## src/source/axil_regs_pkg.sv

```systemverilog
// AXI4-Lite register bank definitions
package axil_regs_pkg;

  // Response codes used on the B and R channels.
  typedef enum logic [1:0] {
    RESP_OKAY   = 2'b00,
    RESP_SLVERR = 2'b10
  } axil_resp_e;

  // Data returned on every refused read.
  localparam logic [31:0] ERR_RDATA = 32'hBA5E1E55;

  // Prot field layout.
  localparam int unsigned PROT_W        = 3;
  localparam int unsigned PROT_PRIV_BIT = 0;
  localparam int unsigned PROT_SECU_BIT = 1;

  // Default widths for the top level.
  localparam int unsigned DEF_ADDR_W = 32;
  localparam int unsigned DEF_DATA_W = 32;
  localparam int unsigned DEF_REG_W  = 32;

  // Maps a bus address onto a register index relative to the base.
  // Returns the valid bit, the index comes back through idx.
  function automatic logic addr_decode(
    input  logic [63:0] addr,
    input  logic [63:0] base,
    input  int unsigned num_regs,
    input  int unsigned word_bytes,
    output int unsigned idx
  );
    logic [63:0] offset;
    logic [63:0] window;
    // Below the base the offset wraps and lands outside the window.
    offset = addr - base;
    window = 64'(num_regs) * 64'(word_bytes);
    // Any byte inside a bus word selects the same register.
    idx    = 32'(offset / 64'(word_bytes));
    return offset < window;
  endfunction

endpackage

```

## src/source/resp_spill.sv

```systemverilog
// Two-slot response spill buffer
`timescale 1ns/1ps

module resp_spill #(
  parameter int unsigned WIDTH = 2
) (
  input  logic             clk_i,
  input  logic             arst_n_i,
  // Push side, strobe plus room.
  input  logic             push_i,
  input  logic [WIDTH-1:0] push_data_i,
  output logic             room_o,
  // Pop side, a plain valid/ready channel.
  output logic             pop_valid_o,
  input  logic             pop_ready_i,
  output logic [WIDTH-1:0] pop_data_o
);

  // Slot a drives the outputs, slot b catches the overflow.
  logic             a_full;
  logic             b_full;
  logic [WIDTH-1:0] a_data;
  logic [WIDTH-1:0] b_data;

  logic             push;
  logic             pop;
  logic             a_load;

  // Room while the spill slot is empty.
  assign room_o      = !b_full;
  assign pop_valid_o = a_full;
  assign pop_data_o  = a_data;

  // Push is only taken while there is room.
  assign push   = push_i && !b_full;
  assign pop    = a_full && pop_ready_i;
  // Output slot refills when empty or when its item leaves.
  assign a_load = !a_full || pop;

  always_ff @(posedge clk_i or negedge arst_n_i) begin
    if (!arst_n_i) begin
      a_full <= 1'b0;
      b_full <= 1'b0;
    end else begin
      if (a_load) begin
        a_full <= b_full || push;
      end
      // Spill slot drains into slot a first.
      if (b_full && a_load) begin
        b_full <= 1'b0;
      end else if (push && !a_load) begin
        b_full <= 1'b1;
      end
    end
  end

  // Payload slots carry no reset.
  always_ff @(posedge clk_i) begin
    if (a_load) begin
      // Oldest item moves forward.
      a_data <= b_full ? b_data : push_data_i;
    end
    if (push && !a_load) begin
      b_data <= push_data_i;
    end
  end

endmodule

```

## src/source/axil_write_ctrl.sv

```systemverilog
// AXI4-Lite write controller
`timescale 1ns/1ps

module axil_write_ctrl import axil_regs_pkg::*; #(
  parameter int unsigned           NUM_REGS  = 4,
  parameter int unsigned           ADDR_W    = 32,
  parameter int unsigned           DATA_W    = 32,
  parameter bit                    PRIV_ONLY = 1'b0,
  parameter bit                    SECU_ONLY = 1'b0,
  parameter logic [NUM_REGS-1:0]   RO_MASK   = '0,
  parameter int unsigned           IDX_W     = 2
) (
  input  logic                clk_i,
  input  logic                arst_n_i,
  input  logic [ADDR_W-1:0]   base_addr_i,
  input  logic                aw_valid_i,
  input  logic [ADDR_W-1:0]   aw_addr_i,
  input  logic [PROT_W-1:0]   aw_prot_i,
  input  logic                w_valid_i,
  input  logic [DATA_W-1:0]   w_data_i,
  input  logic [DATA_W/8-1:0] w_strb_i,
  input  logic [NUM_REGS-1:0] load_i,
  input  logic                b_room_i,
  output logic                aw_ready_o,
  output logic                w_ready_o,
  output logic                b_push_o,
  output axil_resp_e          b_resp_o,
  output logic                wr_en_o,
  output logic [IDX_W-1:0]    wr_idx_o,
  output logic [DATA_W-1:0]   wr_data_o,
  output logic [DATA_W/8-1:0] wr_strb_o
);

  // Per-cycle decision.
  typedef enum logic [1:0] {
    WR_IDLE,
    WR_ACCEPT,
    WR_REFUSE,
    WR_STALL
  } wr_decision_e;

  wr_decision_e decision;
  logic         rst_done;
  logic         dec_valid;
  int unsigned  dec_idx;
  logic         prot_ok;
  logic         ro_hit;

  // Holds the handshake off until the first edge after reset.
  always_ff @(posedge clk_i or negedge arst_n_i) begin
    if (!arst_n_i) begin
      rst_done <= 1'b0;
    end else begin
      rst_done <= 1'b1;
    end
  end

  always_comb begin
    dec_valid = addr_decode(64'(aw_addr_i), 64'(base_addr_i), NUM_REGS, DATA_W / 8, dec_idx);
  end

  assign wr_idx_o  = IDX_W'(dec_idx);
  assign prot_ok   = (!PRIV_ONLY || aw_prot_i[PROT_PRIV_BIT]) &&
                     (!SECU_ONLY || aw_prot_i[PROT_SECU_BIT]);
  // Only look up the mask for an index inside the window.
  assign ro_hit    = dec_valid ? RO_MASK[wr_idx_o] : 1'b0;
  assign wr_data_o = w_data_i;
  assign wr_strb_o = w_strb_i;

  // AW and W are taken together, and only with room for the response.
  always_comb begin
    decision = WR_IDLE;
    if (rst_done && aw_valid_i && w_valid_i && b_room_i) begin
      if (!dec_valid || !prot_ok || ro_hit) begin
        decision = WR_REFUSE;
      end else if (load_i[wr_idx_o]) begin
        // Local load owns the register this cycle.
        decision = WR_STALL;
      end else begin
        decision = WR_ACCEPT;
      end
    end
  end

  always_comb begin
    aw_ready_o = 1'b0;
    b_push_o   = 1'b0;
    b_resp_o   = RESP_SLVERR;
    wr_en_o    = 1'b0;
    case (decision)
      WR_ACCEPT: begin
        aw_ready_o = 1'b1;
        b_push_o   = 1'b1;
        b_resp_o   = RESP_OKAY;
        wr_en_o    = 1'b1;
      end
      // Refused writes still complete, with an error.
      WR_REFUSE: begin
        aw_ready_o = 1'b1;
        b_push_o   = 1'b1;
      end
      default: begin
        aw_ready_o = 1'b0;
      end
    endcase
  end

  // Both channels handshake in the same cycle.
  assign w_ready_o = aw_ready_o;

endmodule

```

## src/source/axil_read_ctrl.sv

```systemverilog
// AXI4-Lite read controller
`timescale 1ns/1ps

module axil_read_ctrl import axil_regs_pkg::*; #(
  parameter int unsigned NUM_REGS  = 4,
  parameter int unsigned ADDR_W    = 32,
  parameter int unsigned DATA_W    = 32,
  parameter int unsigned REG_W     = 32,
  parameter bit          PRIV_ONLY = 1'b0,
  parameter bit          SECU_ONLY = 1'b0,
  parameter int unsigned IDX_W     = 2
) (
  input  logic                           clk_i,
  input  logic                           arst_n_i,
  input  logic [ADDR_W-1:0]              base_addr_i,
  input  logic                           ar_valid_i,
  input  logic [ADDR_W-1:0]              ar_addr_i,
  input  logic [PROT_W-1:0]              ar_prot_i,
  input  logic [NUM_REGS-1:0][REG_W-1:0] reg_q_i,
  input  logic                           r_room_i,
  output logic                           ar_ready_o,
  output logic                           r_push_o,
  output logic [DATA_W-1:0]              r_data_o,
  output axil_resp_e                     r_resp_o,
  output logic [IDX_W-1:0]               rd_idx_o,
  output logic                           rd_active_o
);

  logic        rst_done;
  logic        dec_valid;
  int unsigned dec_idx;
  logic        prot_ok;
  logic        rd_ok;

  // Ready stays low until the first edge after reset.
  always_ff @(posedge clk_i or negedge arst_n_i) begin
    if (!arst_n_i) begin
      rst_done <= 1'b0;
    end else begin
      rst_done <= 1'b1;
    end
  end

  always_comb begin
    dec_valid = addr_decode(64'(ar_addr_i), 64'(base_addr_i), NUM_REGS, DATA_W / 8, dec_idx);
  end

  assign rd_idx_o = IDX_W'(dec_idx);
  assign prot_ok  = (!PRIV_ONLY || ar_prot_i[PROT_PRIV_BIT]) &&
                    (!SECU_ONLY || ar_prot_i[PROT_SECU_BIT]);
  assign rd_ok    = dec_valid && prot_ok;

  // AR ready mirrors the spill room.
  assign ar_ready_o = r_room_i && rst_done;
  // Push follows AR valid, qualified by the handshake.
  assign r_push_o   = ar_valid_i && ar_ready_o;

  // Register zero-extended, or the error word.
  assign r_data_o = rd_ok ? DATA_W'(reg_q_i[rd_idx_o]) : DATA_W'(ERR_RDATA);
  assign r_resp_o = rd_ok ? RESP_OKAY : RESP_SLVERR;

  // Flags only successful reads.
  assign rd_active_o = r_push_o && rd_ok;

endmodule

```

## src/source/reg_array.sv

```systemverilog
// Control register storage
`timescale 1ns/1ps

module reg_array #(
  parameter int unsigned                    NUM_REGS = 4,
  parameter int unsigned                    DATA_W   = 32,
  parameter int unsigned                    REG_W    = 32,
  parameter logic [NUM_REGS-1:0][REG_W-1:0] RST_VAL  = '0,
  parameter int unsigned                    IDX_W    = 2
) (
  input  logic                           clk_i,
  input  logic                           arst_n_i,
  input  logic [NUM_REGS-1:0]            load_i,
  input  logic [NUM_REGS-1:0][REG_W-1:0] load_data_i,
  input  logic                           wr_en_i,
  input  logic [IDX_W-1:0]               wr_idx_i,
  input  logic [DATA_W-1:0]              wr_data_i,
  input  logic [DATA_W/8-1:0]            wr_strb_i,
  output logic [NUM_REGS-1:0][REG_W-1:0] reg_q_o
);

  // Bus write merged into the current value, byte by byte.
  logic [NUM_REGS-1:0][REG_W-1:0] wr_merged;

  always_comb begin
    for (int r = 0; r < NUM_REGS; r++) begin
      wr_merged[r] = reg_q_o[r];
      for (int b = 0; b < REG_W; b++) begin
        // Bus bits above REG_W are dropped.
        if (wr_strb_i[b / 8]) begin
          wr_merged[r][b] = wr_data_i[b];
        end
      end
    end
  end

  for (genvar i = 0; i < NUM_REGS; i++) begin : gen_regs
    always_ff @(posedge clk_i or negedge arst_n_i) begin
      if (!arst_n_i) begin
        reg_q_o[i] <= RST_VAL[i];
      end else if (load_i[i]) begin
        // Local load wins over the bus.
        reg_q_o[i] <= load_data_i[i];
      end else if (wr_en_i && (wr_idx_i == IDX_W'(i))) begin
        reg_q_o[i] <= wr_merged[i];
      end
    end
  end

endmodule

```

## src/source/axil_regs_top.sv

```systemverilog
// AXI4-Lite control register bank
`timescale 1ns/1ps

module axil_regs_top import axil_regs_pkg::*; #(
  parameter int unsigned                    NUM_REGS  = 4,
  parameter int unsigned                    ADDR_W    = DEF_ADDR_W,
  parameter int unsigned                    DATA_W    = DEF_DATA_W,
  parameter int unsigned                    REG_W     = DEF_REG_W,
  parameter bit                             PRIV_ONLY = 1'b0,
  parameter bit                             SECU_ONLY = 1'b0,
  parameter logic [NUM_REGS-1:0]            RO_MASK   = '0,
  parameter logic [NUM_REGS-1:0][REG_W-1:0] RST_VAL   = '0,
  // Derived from NUM_REGS.
  parameter int unsigned                    IDX_W     = (NUM_REGS > 1) ? $clog2(NUM_REGS) : 1
) (
  input  logic                           clk_i,
  input  logic                           arst_n_i,
  input  logic [ADDR_W-1:0]              base_addr_i,
  // Write address and data.
  input  logic                           aw_valid_i,
  output logic                           aw_ready_o,
  input  logic [ADDR_W-1:0]              aw_addr_i,
  input  logic [PROT_W-1:0]              aw_prot_i,
  input  logic                           w_valid_i,
  output logic                           w_ready_o,
  input  logic [DATA_W-1:0]              w_data_i,
  input  logic [DATA_W/8-1:0]            w_strb_i,
  // Write response.
  output logic                           b_valid_o,
  input  logic                           b_ready_i,
  output axil_resp_e                     b_resp_o,
  // Read address and data.
  input  logic                           ar_valid_i,
  output logic                           ar_ready_o,
  input  logic [ADDR_W-1:0]              ar_addr_i,
  input  logic [PROT_W-1:0]              ar_prot_i,
  output logic                           r_valid_o,
  input  logic                           r_ready_i,
  output logic [DATA_W-1:0]              r_data_o,
  output axil_resp_e                     r_resp_o,
  // Local side.
  input  logic [NUM_REGS-1:0]            load_i,
  input  logic [NUM_REGS-1:0][REG_W-1:0] load_data_i,
  output logic [NUM_REGS-1:0][REG_W-1:0] reg_q_o,
  output logic [IDX_W-1:0]               wr_idx_o,
  output logic                           wr_active_o,
  output logic [IDX_W-1:0]               rd_idx_o,
  output logic                           rd_active_o
);

  // Write side to B spill and register array.
  logic                b_push;
  logic                b_room;
  axil_resp_e          b_resp_in;
  logic [1:0]          b_resp_out;
  logic [DATA_W-1:0]   wr_data;
  logic [DATA_W/8-1:0] wr_strb;

  // Read side to R spill, payload is data then response.
  logic                r_push;
  logic                r_room;
  logic [DATA_W-1:0]   r_data_in;
  axil_resp_e          r_resp_in;
  logic [DATA_W+1:0]   r_pop_data;

  axil_write_ctrl #(
    .NUM_REGS  (NUM_REGS),
    .ADDR_W    (ADDR_W),
    .DATA_W    (DATA_W),
    .PRIV_ONLY (PRIV_ONLY),
    .SECU_ONLY (SECU_ONLY),
    .RO_MASK   (RO_MASK),
    .IDX_W     (IDX_W)
  ) u_write_ctrl (
    .clk_i       (clk_i),
    .arst_n_i    (arst_n_i),
    .base_addr_i (base_addr_i),
    .aw_valid_i  (aw_valid_i),
    .aw_addr_i   (aw_addr_i),
    .aw_prot_i   (aw_prot_i),
    .w_valid_i   (w_valid_i),
    .w_data_i    (w_data_i),
    .w_strb_i    (w_strb_i),
    .load_i      (load_i),
    .b_room_i    (b_room),
    .aw_ready_o  (aw_ready_o),
    .w_ready_o   (w_ready_o),
    .b_push_o    (b_push),
    .b_resp_o    (b_resp_in),
    .wr_en_o     (wr_active_o),
    .wr_idx_o    (wr_idx_o),
    .wr_data_o   (wr_data),
    .wr_strb_o   (wr_strb)
  );

  axil_read_ctrl #(
    .NUM_REGS  (NUM_REGS),
    .ADDR_W    (ADDR_W),
    .DATA_W    (DATA_W),
    .REG_W     (REG_W),
    .PRIV_ONLY (PRIV_ONLY),
    .SECU_ONLY (SECU_ONLY),
    .IDX_W     (IDX_W)
  ) u_read_ctrl (
    .clk_i       (clk_i),
    .arst_n_i    (arst_n_i),
    .base_addr_i (base_addr_i),
    .ar_valid_i  (ar_valid_i),
    .ar_addr_i   (ar_addr_i),
    .ar_prot_i   (ar_prot_i),
    .reg_q_i     (reg_q_o),
    .r_room_i    (r_room),
    .ar_ready_o  (ar_ready_o),
    .r_push_o    (r_push),
    .r_data_o    (r_data_in),
    .r_resp_o    (r_resp_in),
    .rd_idx_o    (rd_idx_o),
    .rd_active_o (rd_active_o)
  );

  reg_array #(
    .NUM_REGS (NUM_REGS),
    .DATA_W   (DATA_W),
    .REG_W    (REG_W),
    .RST_VAL  (RST_VAL),
    .IDX_W    (IDX_W)
  ) u_reg_array (
    .clk_i       (clk_i),
    .arst_n_i    (arst_n_i),
    .load_i      (load_i),
    .load_data_i (load_data_i),
    .wr_en_i     (wr_active_o),
    .wr_idx_i    (wr_idx_o),
    .wr_data_i   (wr_data),
    .wr_strb_i   (wr_strb),
    .reg_q_o     (reg_q_o)
  );

  // One cycle of decoupling on B.
  resp_spill #(
    .WIDTH (2)
  ) b_spill (
    .clk_i       (clk_i),
    .arst_n_i    (arst_n_i),
    .push_i      (b_push),
    .push_data_i (b_resp_in),
    .room_o      (b_room),
    .pop_valid_o (b_valid_o),
    .pop_ready_i (b_ready_i),
    .pop_data_o  (b_resp_out)
  );

  // One cycle of decoupling on R.
  resp_spill #(
    .WIDTH (DATA_W + 2)
  ) r_spill (
    .clk_i       (clk_i),
    .arst_n_i    (arst_n_i),
    .push_i      (r_push),
    .push_data_i ({r_data_in, r_resp_in}),
    .room_o      (r_room),
    .pop_valid_o (r_valid_o),
    .pop_ready_i (r_ready_i),
    .pop_data_o  (r_pop_data)
  );

  assign b_resp_o = axil_resp_e'(b_resp_out);
  assign r_data_o = r_pop_data[DATA_W+1:2];
  assign r_resp_o = axil_resp_e'(r_pop_data[1:0]);

endmodule

```

## config.mk

```make
export PLATFORM = sky130hd
export DESIGN_NAME = axil_regs_top
export DESIGN_NICKNAME = d
export VERILOG_FILES = /design/src/source/axil_regs_pkg.sv /design/src/source/resp_spill.sv /design/src/source/axil_write_ctrl.sv /design/src/source/axil_read_ctrl.sv /design/src/source/reg_array.sv /design/src/source/axil_regs_top.sv
export SDC_FILE = /design/constraint.sdc
export NUM_CORES = 1
export LEC_CHECK = 0
export BUFFER_PORTS_ARGS = -buffer_cell sky130_fd_sc_hd__buf_2
export CORE_AREA = 2 2 177 179
export CTS_BUF_LIST = sky130_fd_sc_hd__clkbuf_4 sky130_fd_sc_hd__clkbuf_8
export CTS_CLUSTER_DIAMETER = 120
export DETAILED_ROUTE_END_ITERATION = 8
export DIE_AREA = 0 0 179 181
export PLACE_DENSITY = 0.75
export SYNTH_ARGS = -nofsm -noshare
export SYNTH_HDL_FRONTEND = slang
export SYNTH_SLANG_ARGS = --single-unit
```

## constraint.sdc

```tcl
create_clock -name clk_i -period 4.8 [get_ports clk_i]
set_input_delay 0.72 -clock clk_i [delete_from_list [all_inputs] [get_ports clk_i]]
set_output_delay 0.72 -clock clk_i [all_outputs]
set_load 0.05 [all_outputs]
```

== After elaboration in Yosys (flattened, before gate mapping) ==
Index checks and enable logic that the tools add are counted.
Word-level totals
  bits in registers: 205
  bits in latches: 0
  bits in writable memories: 0
  bits in read-only memories: 0
  output and inout bits: 175
  word-level logic and storage cells: 167
  memories kept: 0
Operators by class
  add/sub/neg operators: 2
  multiply operators: 0
  div/mod/pow operators: 0
  magnitude comparators: 4
  equality and inequality tests: 5
  shifts and indexed selects: 0
  muxes and demuxes: 61
  bitwise logic cells: 0
  reductions and logical operators: 70
Operator list (number)
  32-bit 2-to-1 mux: 10
  64-bit by 5-bit < comparator with 1-bit output, second input constant: 2
  32-bit by 32-bit subtractor with 33-bit output: 2
  32-bit binary-select mux with 2-bit select: 1
  2-bit nonzero test: 22
  1-bit 2-to-1 mux: 41
  34-bit 2-to-1 mux: 1
  2-bit AND reduction: 16
  1-bit logical AND: 18
  2-bit 2-to-1 mux: 6
  1-bit logical NOT: 7
  2-bit == test, second input constant: 3
  2-bit by 3-bit < comparator with 1-bit output, second input constant: 2
  1-bit logical OR: 5
  1-bit binary-select mux with 2-bit select: 2
  2-bit by 1-bit == test with 1-bit output, second input constant: 2
  2-bit logical NOT: 1
  2-bit OR reduction: 1

== Logic depth before layout (Yosys ltp) ==
Gate-level depths: netlist of run 1.
  depth after elaboration: 14
  gate-level depth with buffers: 18
  mapped depth without buffers: 17

== By module ==
A second synthesis of run 1 with hierarchy kept.
Unflattened totals
  cell total of the unflattened synthesis: 1519
  area, all modules: 14791.7 um2
By module, submodules not included
  reg_array: instances 1, cells an instance 563, area each 6133.4 um2, seq. area each 3203.1 um2
  axil_read_ctrl: instances 1, cells an instance 432, area each 3169.3 um2, seq. area each 25.0 um2
  resp_spill at r_spill: instances 1, cells an instance 114, area each 2671.3 um2, seq. area each 2092.0 um2
  axil_write_ctrl: instances 1, cells an instance 396, area each 2588.7 um2, seq. area each 25.0 um2
  resp_spill at b_spill: instances 1, cells an instance 14, area each 229.0 um2, seq. area each 170.2 um2

== Worst setup path before layout of run 1 ==
OpenSTA, ideal clock, no wires.
  kind: input -> output
  from: input port base_addr_i[5]
  to: output port rd_active_o
  arrival: 4.425 ns
  path slack: -0.345 ns
  cell stages on the path: 14
  path buffers: 4
  cells stage by stage: inv_1 > ha_1 > buf_6 > and3_4 > buf_6 > a21oi_2 > nor4_1 > or4_1 > a222oi_1 > nand3_1 > or4b_1 > buf_2 > buf_6 > nor3_1
Between the ends
  word-level cells in the longest chain between the ends: 3
Ends and longest elaborated chain
  start, declared: line axil_regs_top.sv:18  | input logic [ADDR_W-1:0] base_addr_i,
  32-bit by 32-bit subtractor with 33-bit output: line axil_regs_pkg.sv:35  | offset = addr - base;
  64-bit by 5-bit < comparator with 1-bit output: line axil_regs_pkg.sv:39  | return offset < window;
  1-bit logical AND: line axil_read_ctrl.sv:63  | assign rd_active_o = r_push_o && rd_ok;
  end, declared: line axil_regs_top.sv:48  | output logic rd_active_o
No other way between the ends.

== Final worst setup path of run 1 ==
  from: input port base_addr_i[23]
  to: output port aw_ready_o
Between the ends
  word-level cells in the longest chain between the ends: 9
Ends and longest elaborated chain
  32-bit by 32-bit subtractor with 33-bit output *: line axil_regs_pkg.sv:35
  64-bit by 5-bit < comparator with 1-bit output *: line axil_regs_pkg.sv:39
  1-bit 2-to-1 mux / 1-bit logical NOT (equally long branches): line axil_write_ctrl.sv:66, axil_write_ctrl.sv:74
  1-bit logical OR *: line axil_write_ctrl.sv:74  | if (!dec_valid || !prot_ok || ro_hit) begin
  2-bit 2-to-1 mux *: line axil_write_ctrl.sv:74
  2-bit 2-to-1 mux *: line axil_write_ctrl.sv:73  | if (rst_done && aw_valid_i && w_valid_i && b_room_i) begin
  2-bit by 1-bit == test with 1-bit output / 2-bit == test (equally long branches): line axil_write_ctrl.sv:90  | case (decision)
  2-bit OR reduction (no source line) *
  1-bit 2-to-1 mux *: line axil_write_ctrl.sv:90
  end, declared: line axil_regs_top.sv:21  | output logic aw_ready_o,
Every way passes the cells marked *; elsewhere a longest branch is shown, timed or not.

==> impl_metrics.json, run 1 <==
{
  "status": "completed",
  "ctsHoldBuffers": 0,
  "reg2regPathDepth": 3,
  "clock_latency_ns": 0.54,
  "period_share": 0.9890,
  "antenna_found_initial": 10,
  "reg2reg_slack_ns": 1.75,
  "synth_area_leaders": "dfrtp_1 23%, edfxtp_1 14%, mux2i_1 9.8%, o21ai_0 6.3%, nand2_1 6.1%",
  "critPathMaxStageDelay_ns": 0.63,
  "yosysMostFrequentCell": "nand2_1",
  "cts_max_level": 2,
  "synthCells": 1592,
  "synth_top_area_share": 0.2294,
  "skew_ns": 0.04643,
  "io_pins": 452,
  "cts.sinks": 201,
  "area_growth_pct": 37.23,
  "fin_area_um2": 19910,
  "max_slew.worst_pin.slew_ns": 1.148,
  "path_class": "input port to primary output",
  "crit_fanout": 3,
  "power_density_nw_per_um2": 302.8,
  "met3_usage": 0.07576,
  "setup_viol": 0,
  "vias": 15790,
  "final_antenna_net_count": 0,
  "ys_async_sr_fraction": 0.6617,
  "worstReg2RegStart": "r_spill.b_full",
  "grt_usage": 0.3639,
  "grt_most_used_layer": "met2",
  "hold_class": "input port to asynchronous set/reset pin",
  "dr.pass1.iters": 7,
  "port_buffers": 443,
  "tns_ns": 0,
  "hold_viol": 0,
  "synth-edff-count": 68,
  "drive_gt1_frac": 0.3859,
  "path_cells": "buf_2 > inv_1 > ha_4 > a21oi_2 > o21ai_0 > a211oi_2 > o211ai_1 > buf_4 > a31oi_1 > xor2_1 > nand4_1 > or4b_2 > nor2_1 > ha_2 > inv_4 > buf_8",
  "cts_tree": "done",
  "die_y_um": 181,
  "grt_overflow": 0,
  "p_leak_nw": 9.778,
  "cp_slowest_cell": "or4b_2",
  "start_kind": "input port",
  "num-nets-final": 2517,
  "num_rows": 64,
  "cts_buffers": 36,
  "grt_pass1_vias": 15130,
  "viasPerCell": 6.055,
  "regToRegEndpoint": "r_spill.pop_data_o[4]",
  "placed_area_um2": 18370,
  "synth_ff_type": "dfrtp_1",
  "grt_max_degree": 105,
  "syn_area_um2": 14510,
  "core_um2": 30350,
  "finalMaxSlewViolations": 0,
  "relSlewSlack": 0.2346,
  "dpl.hpwl_um": 47080,
  "worstSetupEndpointType": "primary output",
  "yosysWarnings": 0,
  "yosysSeqAreaShare": 0.3702,
  "fp.dieW_um": 179,
  "drtIter0Drc": 1419,
  "place_congestion": 0.9905,
  "drv_cap": 0,
  "start_util": 0.4779,
  "synth_seq_cells": 201,
  "arrival_ns": 4.03,
  "die_area_um2": 32400,
  "yosysUniqueCellTypes": 93,
  "synth.avg_cell_area_um2": 9.111,
  "grt_pass1_wl_um": 89550,
  "cts-root-buf": "clkbuf_8",
  "drc": 0,
  "yosysTopAreaCell": "dfrtp_1",
  "met1_usage": 0.4771,
  "path_clk_slew_ns": 0.06,
  "post_drt_wl_per_cell_um": 23.22,
  "clock_path_buffers": 3,
  "synth.top_cells.by_count": "235 x nand2_1, 184 x o21ai_0, 142 x mux2i_1",
  "crit_required_ns": 4.08,
  "clock.fmax_mhz": 210.6,
  "period_minus_slack_ns": 4.747,
  "wl_um": 60550,
  "peakVddDrop_uv": 232.8,
  "gr-usage-met2": 0.5749
}
==> worst max-delay path by stage <==
stage	from	to	slack, ns	cells past startpoint
final	base_addr_i[23]	aw_ready_o	0.05	16
after global routing	base_addr_i[16]	aw_ready_o	-0.09	17
after CTS	base_addr_i[8]	aw_ready_o	-0.005	16
after detailed placement	base_addr_i[10]	u_reg_array.reg_q_o[67]	-0.36	22
after global placement	base_addr_i[10]	wr_active_o	-0.29	16
after floorplan	base_addr_i[1]	w_ready_o	0.07	10
==> repair_timing <==
action / 4_1_cts / 5_1_grt
cloned: 0 / 0
gates resized for setup: 24 / 99
pin swaps: 10 / 41
setup endpoints to repair: 4 / 4
buffers inserted: 4 / 17
==> worst max-delay path, delay by kind of cell <==
family	cells	cell delay (ns)
buffers and inverters	5	0.65
and+or+nand+nor	3	0.90
adders and majority gates	2	0.55
xor gates and xnor gates	1	0.21
AOI/OAI and AO/OA	5	1.00
==> layout by cell type, fill, tap and decap left out, types with 18 or more instances in the layout <==
cell type  instances
a21oi_1           47
mux2i_1          142
or3_1             27
nand4_1           38
nor2_1            89
a31oi_1           26
o21ai_1           23
buf_2            438
buf_4            180
o21ai_0          176
and3_1            23
nand3_1           30
dfrtp_1          133
inv_1             60
clkbuf_8          39
edfxtp_1          68
buf_12            18
nand2_1          233
ha_1              37
mux4_2            33
ha_4              21
==> sequential cells by signal (all words and copies together) (netlist names) <==
signal                count
u_reg_array.reg_q_o     128
r_spill.b_data           33
r_spill.pop_data_o       33
b_spill.b_data            1
b_spill.b_full            1
b_spill.pop_data_o        1
b_spill.pop_valid_o       1
r_spill.b_full            1
r_spill.pop_valid_o       1
u_read_ctrl.rst_done      1
==> through the flow <==
stage | hold slack (ns) | setup slack [ns] | instances | power [mW] | util
3_3_place_gp | 0.5103 | -0.2934 | 2514 | 4.204 | 0.6053
3_5_place_dp | 0.5212 | -0.3598 | 2514 | 4.225 | 0.6053
4_1_cts | 0.3511 | -0.005255 | 2584 | 5.874 | 0.6341
6_report | 0.2799 | 0.05274 | 2608 | 6.026 | 0.6559
5_1_grt | 0.3771 | -0.08530 | 2607 | 6.275 | 0.6558
2_1_floorplan | 0.4244 | 0.07089 | 1593 | 3.374 | -
==> area by class of cell <==
cell class                 instances  area [µm²]
antenna                            7       17.52
clock buffer                      54       649.4
clock inverter                    12       95.09
fill                            2552       10440
inverter                          65       246.5
multi-input combinational       1233        9075
sequential                       201        5370
tap                              396       495.5
timing repair buffer             640        3956
==> power breakdown <==
group | switching (mW) | internal, mW | leakage, nW | total, mW
Sequential | 0.101 | 1.89 | 2.29 | 1.99
Combinational | 1.53 | 0.847 | 7.10 | 2.38
Clock | 0.725 | 0.926 | 0.390 | 1.65
Total | 2.36 | 3.67 | 9.78 | 6.03
==> cells by family after synthesis <==
| logic type | share of synthesized area |
|---|---|
| compound gates | 0.1904 |
| mux | 0.1508 |
| other cells | 0.0005177 |
| simple gates | 0.1764 |
| fa+ha+maj | 0.05434 |
| flops | 0.3702 |
| xor+xnor | 0.01087 |
| buf+inv | 0.04649 |
==> per-layer routing <==
layer	share of wire	routed length [µm]	up-vias
met2	0.46	28020	973
li1	-	-	7085
met4	0.055	3341	2
met3	0.092	5563	175
met1	0.39	23620	7556
met5	0.00015	9	-
No activity file was read; power rests on OpenSTA's default activity.
==> run 2: changes to the inputs <==
--- a/config.mk
+++ b/config.mk
@@ -5,13 +5,14 @@
 export SDC_FILE = /design/constraint.sdc
 export NUM_CORES = 1
 export LEC_CHECK = 0
+export ABC_AREA = 1
 export BUFFER_PORTS_ARGS = -buffer_cell sky130_fd_sc_hd__buf_2
-export CORE_AREA = 2 2 177 179
+export CORE_AREA = 2 2 175 177
 export CTS_BUF_LIST = sky130_fd_sc_hd__clkbuf_4 sky130_fd_sc_hd__clkbuf_8
 export CTS_CLUSTER_DIAMETER = 120
 export DETAILED_ROUTE_END_ITERATION = 8
-export DIE_AREA = 0 0 179 181
-export PLACE_DENSITY = 0.75
+export DIE_AREA = 0 0 177 179
+export PLACE_DENSITY = 0.78
 export SYNTH_ARGS = -nofsm -noshare
 export SYNTH_HDL_FRONTEND = slang
 export SYNTH_SLANG_ARGS = --single-unit
==> run 2 against run 1 <==
Compared with the run above:
- first-iteration DRC count rose by 15%
- clock power about the same
- die area is 2.2% lower
- synthesized cell count increased by 40%
- largest cell class unchanged
- critical path type unchanged
- via count grew 12%
- clock-buffer cell count decreased by 3
- hold slack worse by 0.12 ns
- power is 1.8% lower
- highest routed layer unchanged
- sequential power about the same
- cell area decreased by 6.1%
- critical endpoint unchanged
- register-to-register slack improved by 0.42 ns
- global-route usage rose by 5.2 points
==> impl_metrics.json, run 2 <==
{
  "synth.top_cells.by_count": "763 x nand2_1, 338 x inv_1, 211 x nor2_1",
  "viasPerCell": 5.599,
  "status": "completed",
  "dr.pass1.iters": 6,
  "swShare": 0.4189,
  "num-nets-final": 3057,
  "yosysUniqueCellTypes": 44,
  "cts_tree": "done",
  "largest_register": "u_reg_array.reg_q_o",
  "yosysWarnings": 0,
  "hold_class": "input port to asynchronous set/reset pin",
  "period_minus_slack_ns": 4.495,
  "final_antenna_net_count": 0,
  "path_clk_slew_ns": 0.06,
  "dpl.hpwl_um": 54260,
  "crit_required_ns": 4.08,
  "grt_pass1_wl_um": 98210,
  "synth-edff-count": 68,
  "cts_resized": 0,
  "max_slew.worst_pin.slew_ns": 1.046,
  "drtIter0Drc": 1628,
  "critPathMaxStageDelay_ns": 0.37,
  "path_class": "input port to primary output",
  "crit_fanout": 4,
  "fp.dieW_um": 177,
  "start_util": 0.4985,
  "num_rows": 64,
  "area_growth_pct": 24.86,
  "grt_setup_unrepaired": "no",
  "die_y_um": 179,
  "yosysTopAreaCell": "dfrtp_1",
  "ys_async_sr_fraction": 0.6617,
  "clock_latency_ns": 0.55,
  "drc": 0,
  "met3_usage": 0.1283,
  "comb_power_share": 0.378,
  "grt_most_used_layer": "met2",
  "grt_pass1_vias": 16870,
  "grt_usage": 0.4156,
  "wl_um": 66850,
  "crit_top_cell": "nand2_1",
  "p_seq_frac": 0.340,
  "synth_seq_cells": 201,
  "hold_viol": 0,
  "p_clk_frac": 0.282,
  "syn_area_um2": 14970,
  "synth_ff_type": "dfrtp_1",
  "cts_max_level": 2,
  "path_cells": "buf_2 > inv_1 > ha_1 > a21oi_1 > o21ai_0 > buf_4 > nand2_1 > nand2_1 > a21oi_1 > nand2_1 > nand2_1 > nand2_1 > a21oi_1 > nand3_1 > nor2_1 > nand3_1 > nand2_1 > ha_1 > inv_1 > buf_2",
  "period_share": 0.9366,
  "layout_commonest_cell": "nand2_1",
  "critPathTopFamily": "compound AO/OA/AOI/OAI gates",
  "grt_max_degree": 69,
  "synth.avg_cell_area_um2": 6.713,
  "skew_ns": 0.03999,
  "finalMaxSlewViolations": 0,
  "gr-usage-met2": 0.6443,
  "p_leak_nw": 10.16,
  "synth_top_area_share": 0.2223,
  "drv_cap": 0,
  "synthCells": 2230,
  "io_pins": 452,
  "setup_viol": 0,
  "worstSetupEndpointType": "primary output",
  "clock_path_buffers": 3,
  "start_kind": "input port",
  "power_density_nw_per_um2": 316.6,
  "synth_area_leaders": "dfrtp_1 22%, nand2_1 19%, edfxtp_1 14%, inv_1 8.5%, nor2_1 5.3%",
  "ctsHoldBuffers": 0,
  "antenna_found_initial": 25,
  "largest_reg_flops": 128,
  "grt_overflow": 0,
  "postCtsSetupRepairBufs": 0,
  "cts-root-buf": "clkbuf_8",
  "place_congestion": 1.108,
  "tns_ns": 0,
  "drive_gt1_frac": 0.2163,
  "relSlewSlack": 0.3011,
  "core_um2": 30030,
  "final_cell_mix": "761 x nand2_1, 442 x buf_2, 337 x inv_1, 210 x nor2_1, 133 x dfrtp_1",
  "p_int_mw": 3.438,
  "die_area_um2": 31680,
  "fin_hold_ws_ns": 0.1603,
  "cts.sinks": 201,
  "post_drt_wl_per_cell_um": 21.17,
  "arrival_ns": 3.78,
  "peakVddDrop_uv": 317.1,
  "cp_slowest_cell": "ha_1",
  "yosysMostFrequentCell": "nand2_1",
  "met1_usage": 0.5144,
  "vias": 17680,
  "path_buf_inv": 5,
  "yosysSeqAreaShare": 0.3587,
  "cts_buffers": 36,
  "port_buffers": 443,
  "clock.fmax_mhz": 222.4,
  "p_sw_mw": 2.479
}
==> run 2: changes by cell type in the layout (fill, tap and decap cells not counted), sizes merged, moves of 49 or more <==
cell | previous run | this run
nand3 | 30 | 116
inv | 64 | 342
nand2 | 236 | 765
buf | 640 | 500
o21ai | 204 | 94
mux2i | 142 | 0
nor2 | 92 | 219
a21oi | 73 | 122
o211ai | 15 | 87
==> run 2: final timing paths <==
check	startpoint	to	slack (ns)	cells past startpoint
worst max-delay path	base_addr_i[11]	aw_ready_o	0.30	20
worst min-delay path	arst_n_i	u_reg_array.reg_q_o[17]	0.16	1
worst max register to register	u_read_ctrl.rst_done	u_reg_array.reg_q_o[43]	2.17	10
worst min register to register	u_reg_array.reg_q_o[32]	u_reg_array.reg_q_o[32]	0.51	2
max in group asynchronous	arst_n_i	u_reg_array.reg_q_o[4]	3.64	2
min in group clk_i	load_data_i[63]	u_reg_array.reg_q_o[63]	0.40	3
==> run 2: worst reg2reg max path, stage by stage (launching register included) <==
cell and delay, ns:
dfrtp_1 0.60, and3_1 0.24, inv_1 0.05, nor2_1 0.10
ha_1 0.17, inv_1 0.14, nor3_1 0.30, inv_1 0.17
nor2_1 0.19, nand2_1 0.27, o211ai_1 0.30
==> run 2: kinds of logic (layout without fill, tap and decap cells) <==
group,Yosys count,after routing,synth area share
simple gates,1169,1169,0.3227
buf+inv,395,906,0.1030
compound gates,390,390,0.1556
flops,201,201,0.3587
fa+ha+maj,63,63,0.05265
xor+xnor,10,10,0.006853
other cells,2,22,0.0005016
==> run 2: power by group through the flow <==
stage / logic, mW / clock network, mW / registers [mW]
6_report: 2.24 / 1.67 / 2.01
2_1_floorplan: 0.989 / 0 / 2.42
3_3_place_gp: 2.17 / 0 / 2.03
5_1_grt: 2.40 / 1.74 / 2.02
4_1_cts: 2.19 / 1.67 / 2.01
3_5_place_dp: 2.18 / 0 / 2.03
==> run 2: layout make-up <==
class | count | area, µm²
clock buffer | 51 | 645.6
tap | 396 | 495.5
sequential | 201 | 5370
antenna | 19 | 47.55
fill | 2929 | 11340
inverter | 343 | 1287
timing repair buffer | 500 | 2664
multi-input combinational | 1635 | 8094
clock inverter | 12 | 87.58
==> run 2: layer usage <==
layer | up-vias | wire (µm)
met5 | - | 73
met1 | 8085 | 25310
li1 | 8233 | -
met4 | 10 | 4139
met3 | 261 | 7712
met2 | 1088 | 29610
==> run 2: per-stage QoR <==
| step | utilization | setup WS (ns) | std cells | total power [mW] | area [µm²] |
|---|---|---|---|---|---|
| 6_report | 0.6225 | 0.3045 | 3157 | 5.917 | 18690 |
| 5_1_grt | 0.6220 | 0.03883 | 3152 | 6.165 | 18680 |
| 4_1_cts | 0.6209 | 0.3594 | 3138 | 5.863 | 18640 |
| 3_5_place_dp | 0.5965 | 0.1273 | 3075 | 4.219 | 17910 |
| 3_3_place_gp | 0.5965 | 0.2401 | 3075 | 4.201 | 17910 |
| 2_1_floorplan | - | 0.5624 | 2231 | 3.410 | 14970 |
==> run 3: changes to the inputs <==
--- a/config.mk
+++ b/config.mk
@@ -6,13 +6,15 @@
 export NUM_CORES = 1
 export LEC_CHECK = 0
 export ABC_AREA = 1
-export BUFFER_PORTS_ARGS = -buffer_cell sky130_fd_sc_hd__buf_2
-export CORE_AREA = 2 2 175 177
+export BUFFER_PORTS_ARGS = -buffer_cell sky130_fd_sc_hd__buf_4
+export CAP_MARGIN = 20
+export CORE_MARGIN = 2
+export CORE_UTILIZATION = 56
 export CTS_BUF_LIST = sky130_fd_sc_hd__clkbuf_4 sky130_fd_sc_hd__clkbuf_8
 export CTS_CLUSTER_DIAMETER = 120
 export DETAILED_ROUTE_END_ITERATION = 8
-export DIE_AREA = 0 0 177 179
-export PLACE_DENSITY = 0.78
+export PLACE_DENSITY = 0.84
 export SYNTH_ARGS = -nofsm -noshare
 export SYNTH_HDL_FRONTEND = slang
+export SYNTH_HIERARCHICAL = 1
 export SYNTH_SLANG_ARGS = --single-unit
==> run 3 against run 2 <==
Compared with the run above:
- sequential cell count rose by 5
- combinational power rose by 14%
- cell area rose by 13%
- power rose by 4.2%
- first-iteration DRC count rose by 50%
- synthesized cell count rose by 17%
- global-route usage fell by 0.15 points
- synthesized area rose by 15%
- fmax rose by 4.9%
- critical path type unchanged
- largest power group unchanged
==> impl_metrics.json, run 3 <==
{
  "vias": 19620,
  "p_clk_frac": 0.245,
  "drtIter0Drc": 2438,
  "ys_async_sr_fraction": 0.6505,
  "grt_max_degree": 106,
  "reg2regPathDepth": 8,
  "arrival_ns": 3.56,
  "cts_max_level": 1,
  "fp.dieW_um": 179.1,
  "synth_ff_type": "dfrtp_1",
  "p_int_mw": 3.547,
  "viasPerCell": 5.752,
  "comb_power_share": 0.413,
  "swShare": 0.4248,
  "setup_viol": 0,
  "dpl.hpwl_um": 52650,
  "largest_reg_flops": 128,
  "drv_cap": 0,
  "io_pins": 452,
  "final_antenna_net_count": 0,
  "post_drt_wl_per_cell_um": 20.06,
  "place_congestion": 1.051,
  "critPathTopFamily": "simple AND/OR/NAND/NOR gates",
  "synth_area_leaders": "nand2_1 20%, dfrtp_1 20%, edfxtp_1 13%, inv_1 7.2%, nand3_1 6.9%",
  "port_buffers": 445,
  "path_cells": "buf_4 > inv_1 > ha_1 > nand2_1 > nor2_1 > inv_2 > nor2_2 > nand3_1 > nand3_1 > nand2_1 > nand2_1 > o21ai_1 > nor2_1 > nand3_1 > nor3_2 > ha_1 > inv_1 > buf_4",
  "synth_fp_nets": 2953,
  "synth_seq_cells": 206,
  "grt_pass1_wl_um": 100700,
  "skew_ns": 0.03622,
  "synth_top_area_share": 0.2025,
  "grt_setup_unrepaired": "no",
  "cp_slowest_cell": "ha_1",
  "cts_resized": 0,
  "wl_um": 68410,
  "layout_commonest_cell": "nand2_1",
  "p_sw_mw": 2.619,
  "relSlewSlack": 0.3085,
  "num-nets-final": 3327,
  "antenna_found_initial": 5,
  "synth-edff-count": 72,
  "synth-compound-area-share": 0.09294,
  "drive_gt1_frac": 0.2306,
  "clock_path_buffers": 3,
  "yosysTopAreaCell": "nand2_1",
  "p_seq_frac": 0.342,
  "cts_buffers": 31,
  "finalPower_mw": 6.165,
  "crit_fanout": 5,
  "num_rows": 64,
  "dr.pass1.iters": 9,
  "yosysSeqAreaShare": 0.3213,
  "final_cell_mix": "924 x nand2_1, 458 x buf_4, 327 x inv_1, 235 x nand3_1, 209 x o21ai_0",
  "regToRegEndpoint": "r_spill/b_data[31]",
  "synth_top_family_by_area": "simple AND/OR/NAND/NOR gates",
  "cts_tree": "done",
  "synth_adder_area_share": 0.04665,
  "hold_class": "input port to asynchronous set/reset pin",
  "die_area_um2": 32070,
  "path_clk_slew_ns": 0.07,
  "cts.sinks": 206,
  "area_growth_pct": 22.78,
  "period_share": 0.8924,
  "fillers": 2563,
  "muxShareOfSynthArea": 0,
  "syn_area_um2": 17170,
  "grt_overflow": 0,
  "largest_register": "u_reg_array/reg_q_o",
  "utilization": 0.6944,
  "yosysWarnings": 6,
  "start_util": 0.5656,
  "synth_simple_gate_area_share": 0.4109,
  "ctsHoldBuffers": 0,
  "status": "completed",
  "clock.fmax_mhz": 233.5,
  "reg2reg_slack_ns": 2.18,
  "synthCells": 2612,
  "period_minus_slack_ns": 4.283,
  "grt_usage": 0.4141,
  "die_y_um": 179.1,
  "synthXorXnorAreaFrac": 0.002551,
  "start_kind": "input port",
  "finalMaxSlewViolations": 0,
  "power_density_nw_per_um2": 292.5,
  "drc": 0,
  "hold_viol": 0,
  "cts-root-buf": "clkbuf_8",
  "synth.top_cells.by_count": "926 x nand2_1, 327 x inv_1, 235 x nand3_1",
  "peakVddDrop_uv": 288.5,
  "core_um2": 30350,
  "critPathMaxStageDelay_ns": 0.40,
  "yosysUniqueCellTypes": 51,
  "clock_latency_ns": 0.58,
  "path_class": "input port to primary output",
  "path_buf_inv": 5,
  "postCtsSetupRepairBufs": 0,
  "max_slew.worst_pin.slew_ns": 1.035,
  "worstSetupEndpointType": "primary output",
  "yosysMostFrequentCell": "nand2_1",
  "grt_pass1_vias": 17890,
  "p_leak_nw": 11.60,
  "synth.avg_cell_area_um2": 6.572,
  "worstReg2RegStart": "r_spill/b_full",
  "tns_ns": 0,
  "crit_required_ns": 4.08
}
[run 3: changes by cell type after synthesis, sizes merged, moves of 28 or more]
cell	previous run	this run
a21oi	122	50
buf	10	84
nand2	765	995
nand3	116	245
o211ai	87	0
o21ai	94	212
o21bai	31	3
[run 3: cell families after synthesis]
kind of cell / after synthesis
fa+ha+maj: 64
xor+xnor: 5
flops: 206
compound gates: 302
other cells: 4
buf+inv: 479
simple gates: 1552
[run 3: layer usage]
| metal | vias up | wire length (µm) | part of all wire | track usage |
|---|---|---|---|---|
| met2 | 1365 | 29440 | 0.43 | 0.6245 |
| met4 | 2 | 3264 | 0.048 | 0.1701 |
| met1 | 8994 | 26520 | 0.39 | 0.5621 |
| met3 | 243 | 9165 | 0.13 | 0.1101 |
| met5 | - | 19 | 0.00028 | 0.006410 |
| li1 | 9015 | - | - | - |
[run 3: final cells by class]
class	instances	area [µm²]	area share
clock buffer	47	596.8	0.02832
tap	396	495.5	0.02351
inverter	359	1359	0.06447
multi-input combinational	1927	9557	0.4535
antenna	5	12.51	0.0005937
clock inverter	10	50.05	0.002375
sequential	206	5515	0.2617
timing repair buffer	461	3490	0.1656
[run 3: metrics by stage]
step	std cells	hold WS (ns)	area [µm²]	setup slack [ns]
after floorplan	2612	0.4244	17170	0.2848
after global placement	3348	0.4993	20400	0.6715
after detailed placement	3348	0.5064	20400	0.5542
after CTS	3405	0.3219	21040	0.5585
after global routing	3411	0.3512	21080	0.3286
final	3411	0.2838	21080	0.5165
[run 3: worst max-delay path by stage]
| stage | start | to | depth (start not counted) |
|---|---|---|---|
| 2_1_floorplan | base_addr_i[2] | w_ready_o | 14 |
| 3_3_place_gp | base_addr_i[12] | w_ready_o | 17 |
| 3_5_place_dp | base_addr_i[12] | u_reg_array/reg_q_o[44] | 21 |
| 4_1_cts | base_addr_i[12] | w_ready_o | 18 |
| 5_1_grt | base_addr_i[19] | w_ready_o | 18 |
| 6_report | base_addr_i[12] | w_ready_o | 18 |
[run 3: power groups by stage]
stage,Sequential [mW],Combinational [mW],Clock [mW]
2_1_floorplan,2.55,1.19,0
3_3_place_gp,2.12,2.44,0
3_5_place_dp,2.13,2.48,0
4_1_cts,2.10,2.49,1.50
5_1_grt,2.11,2.73,1.59
6_report,2.11,2.55,1.51
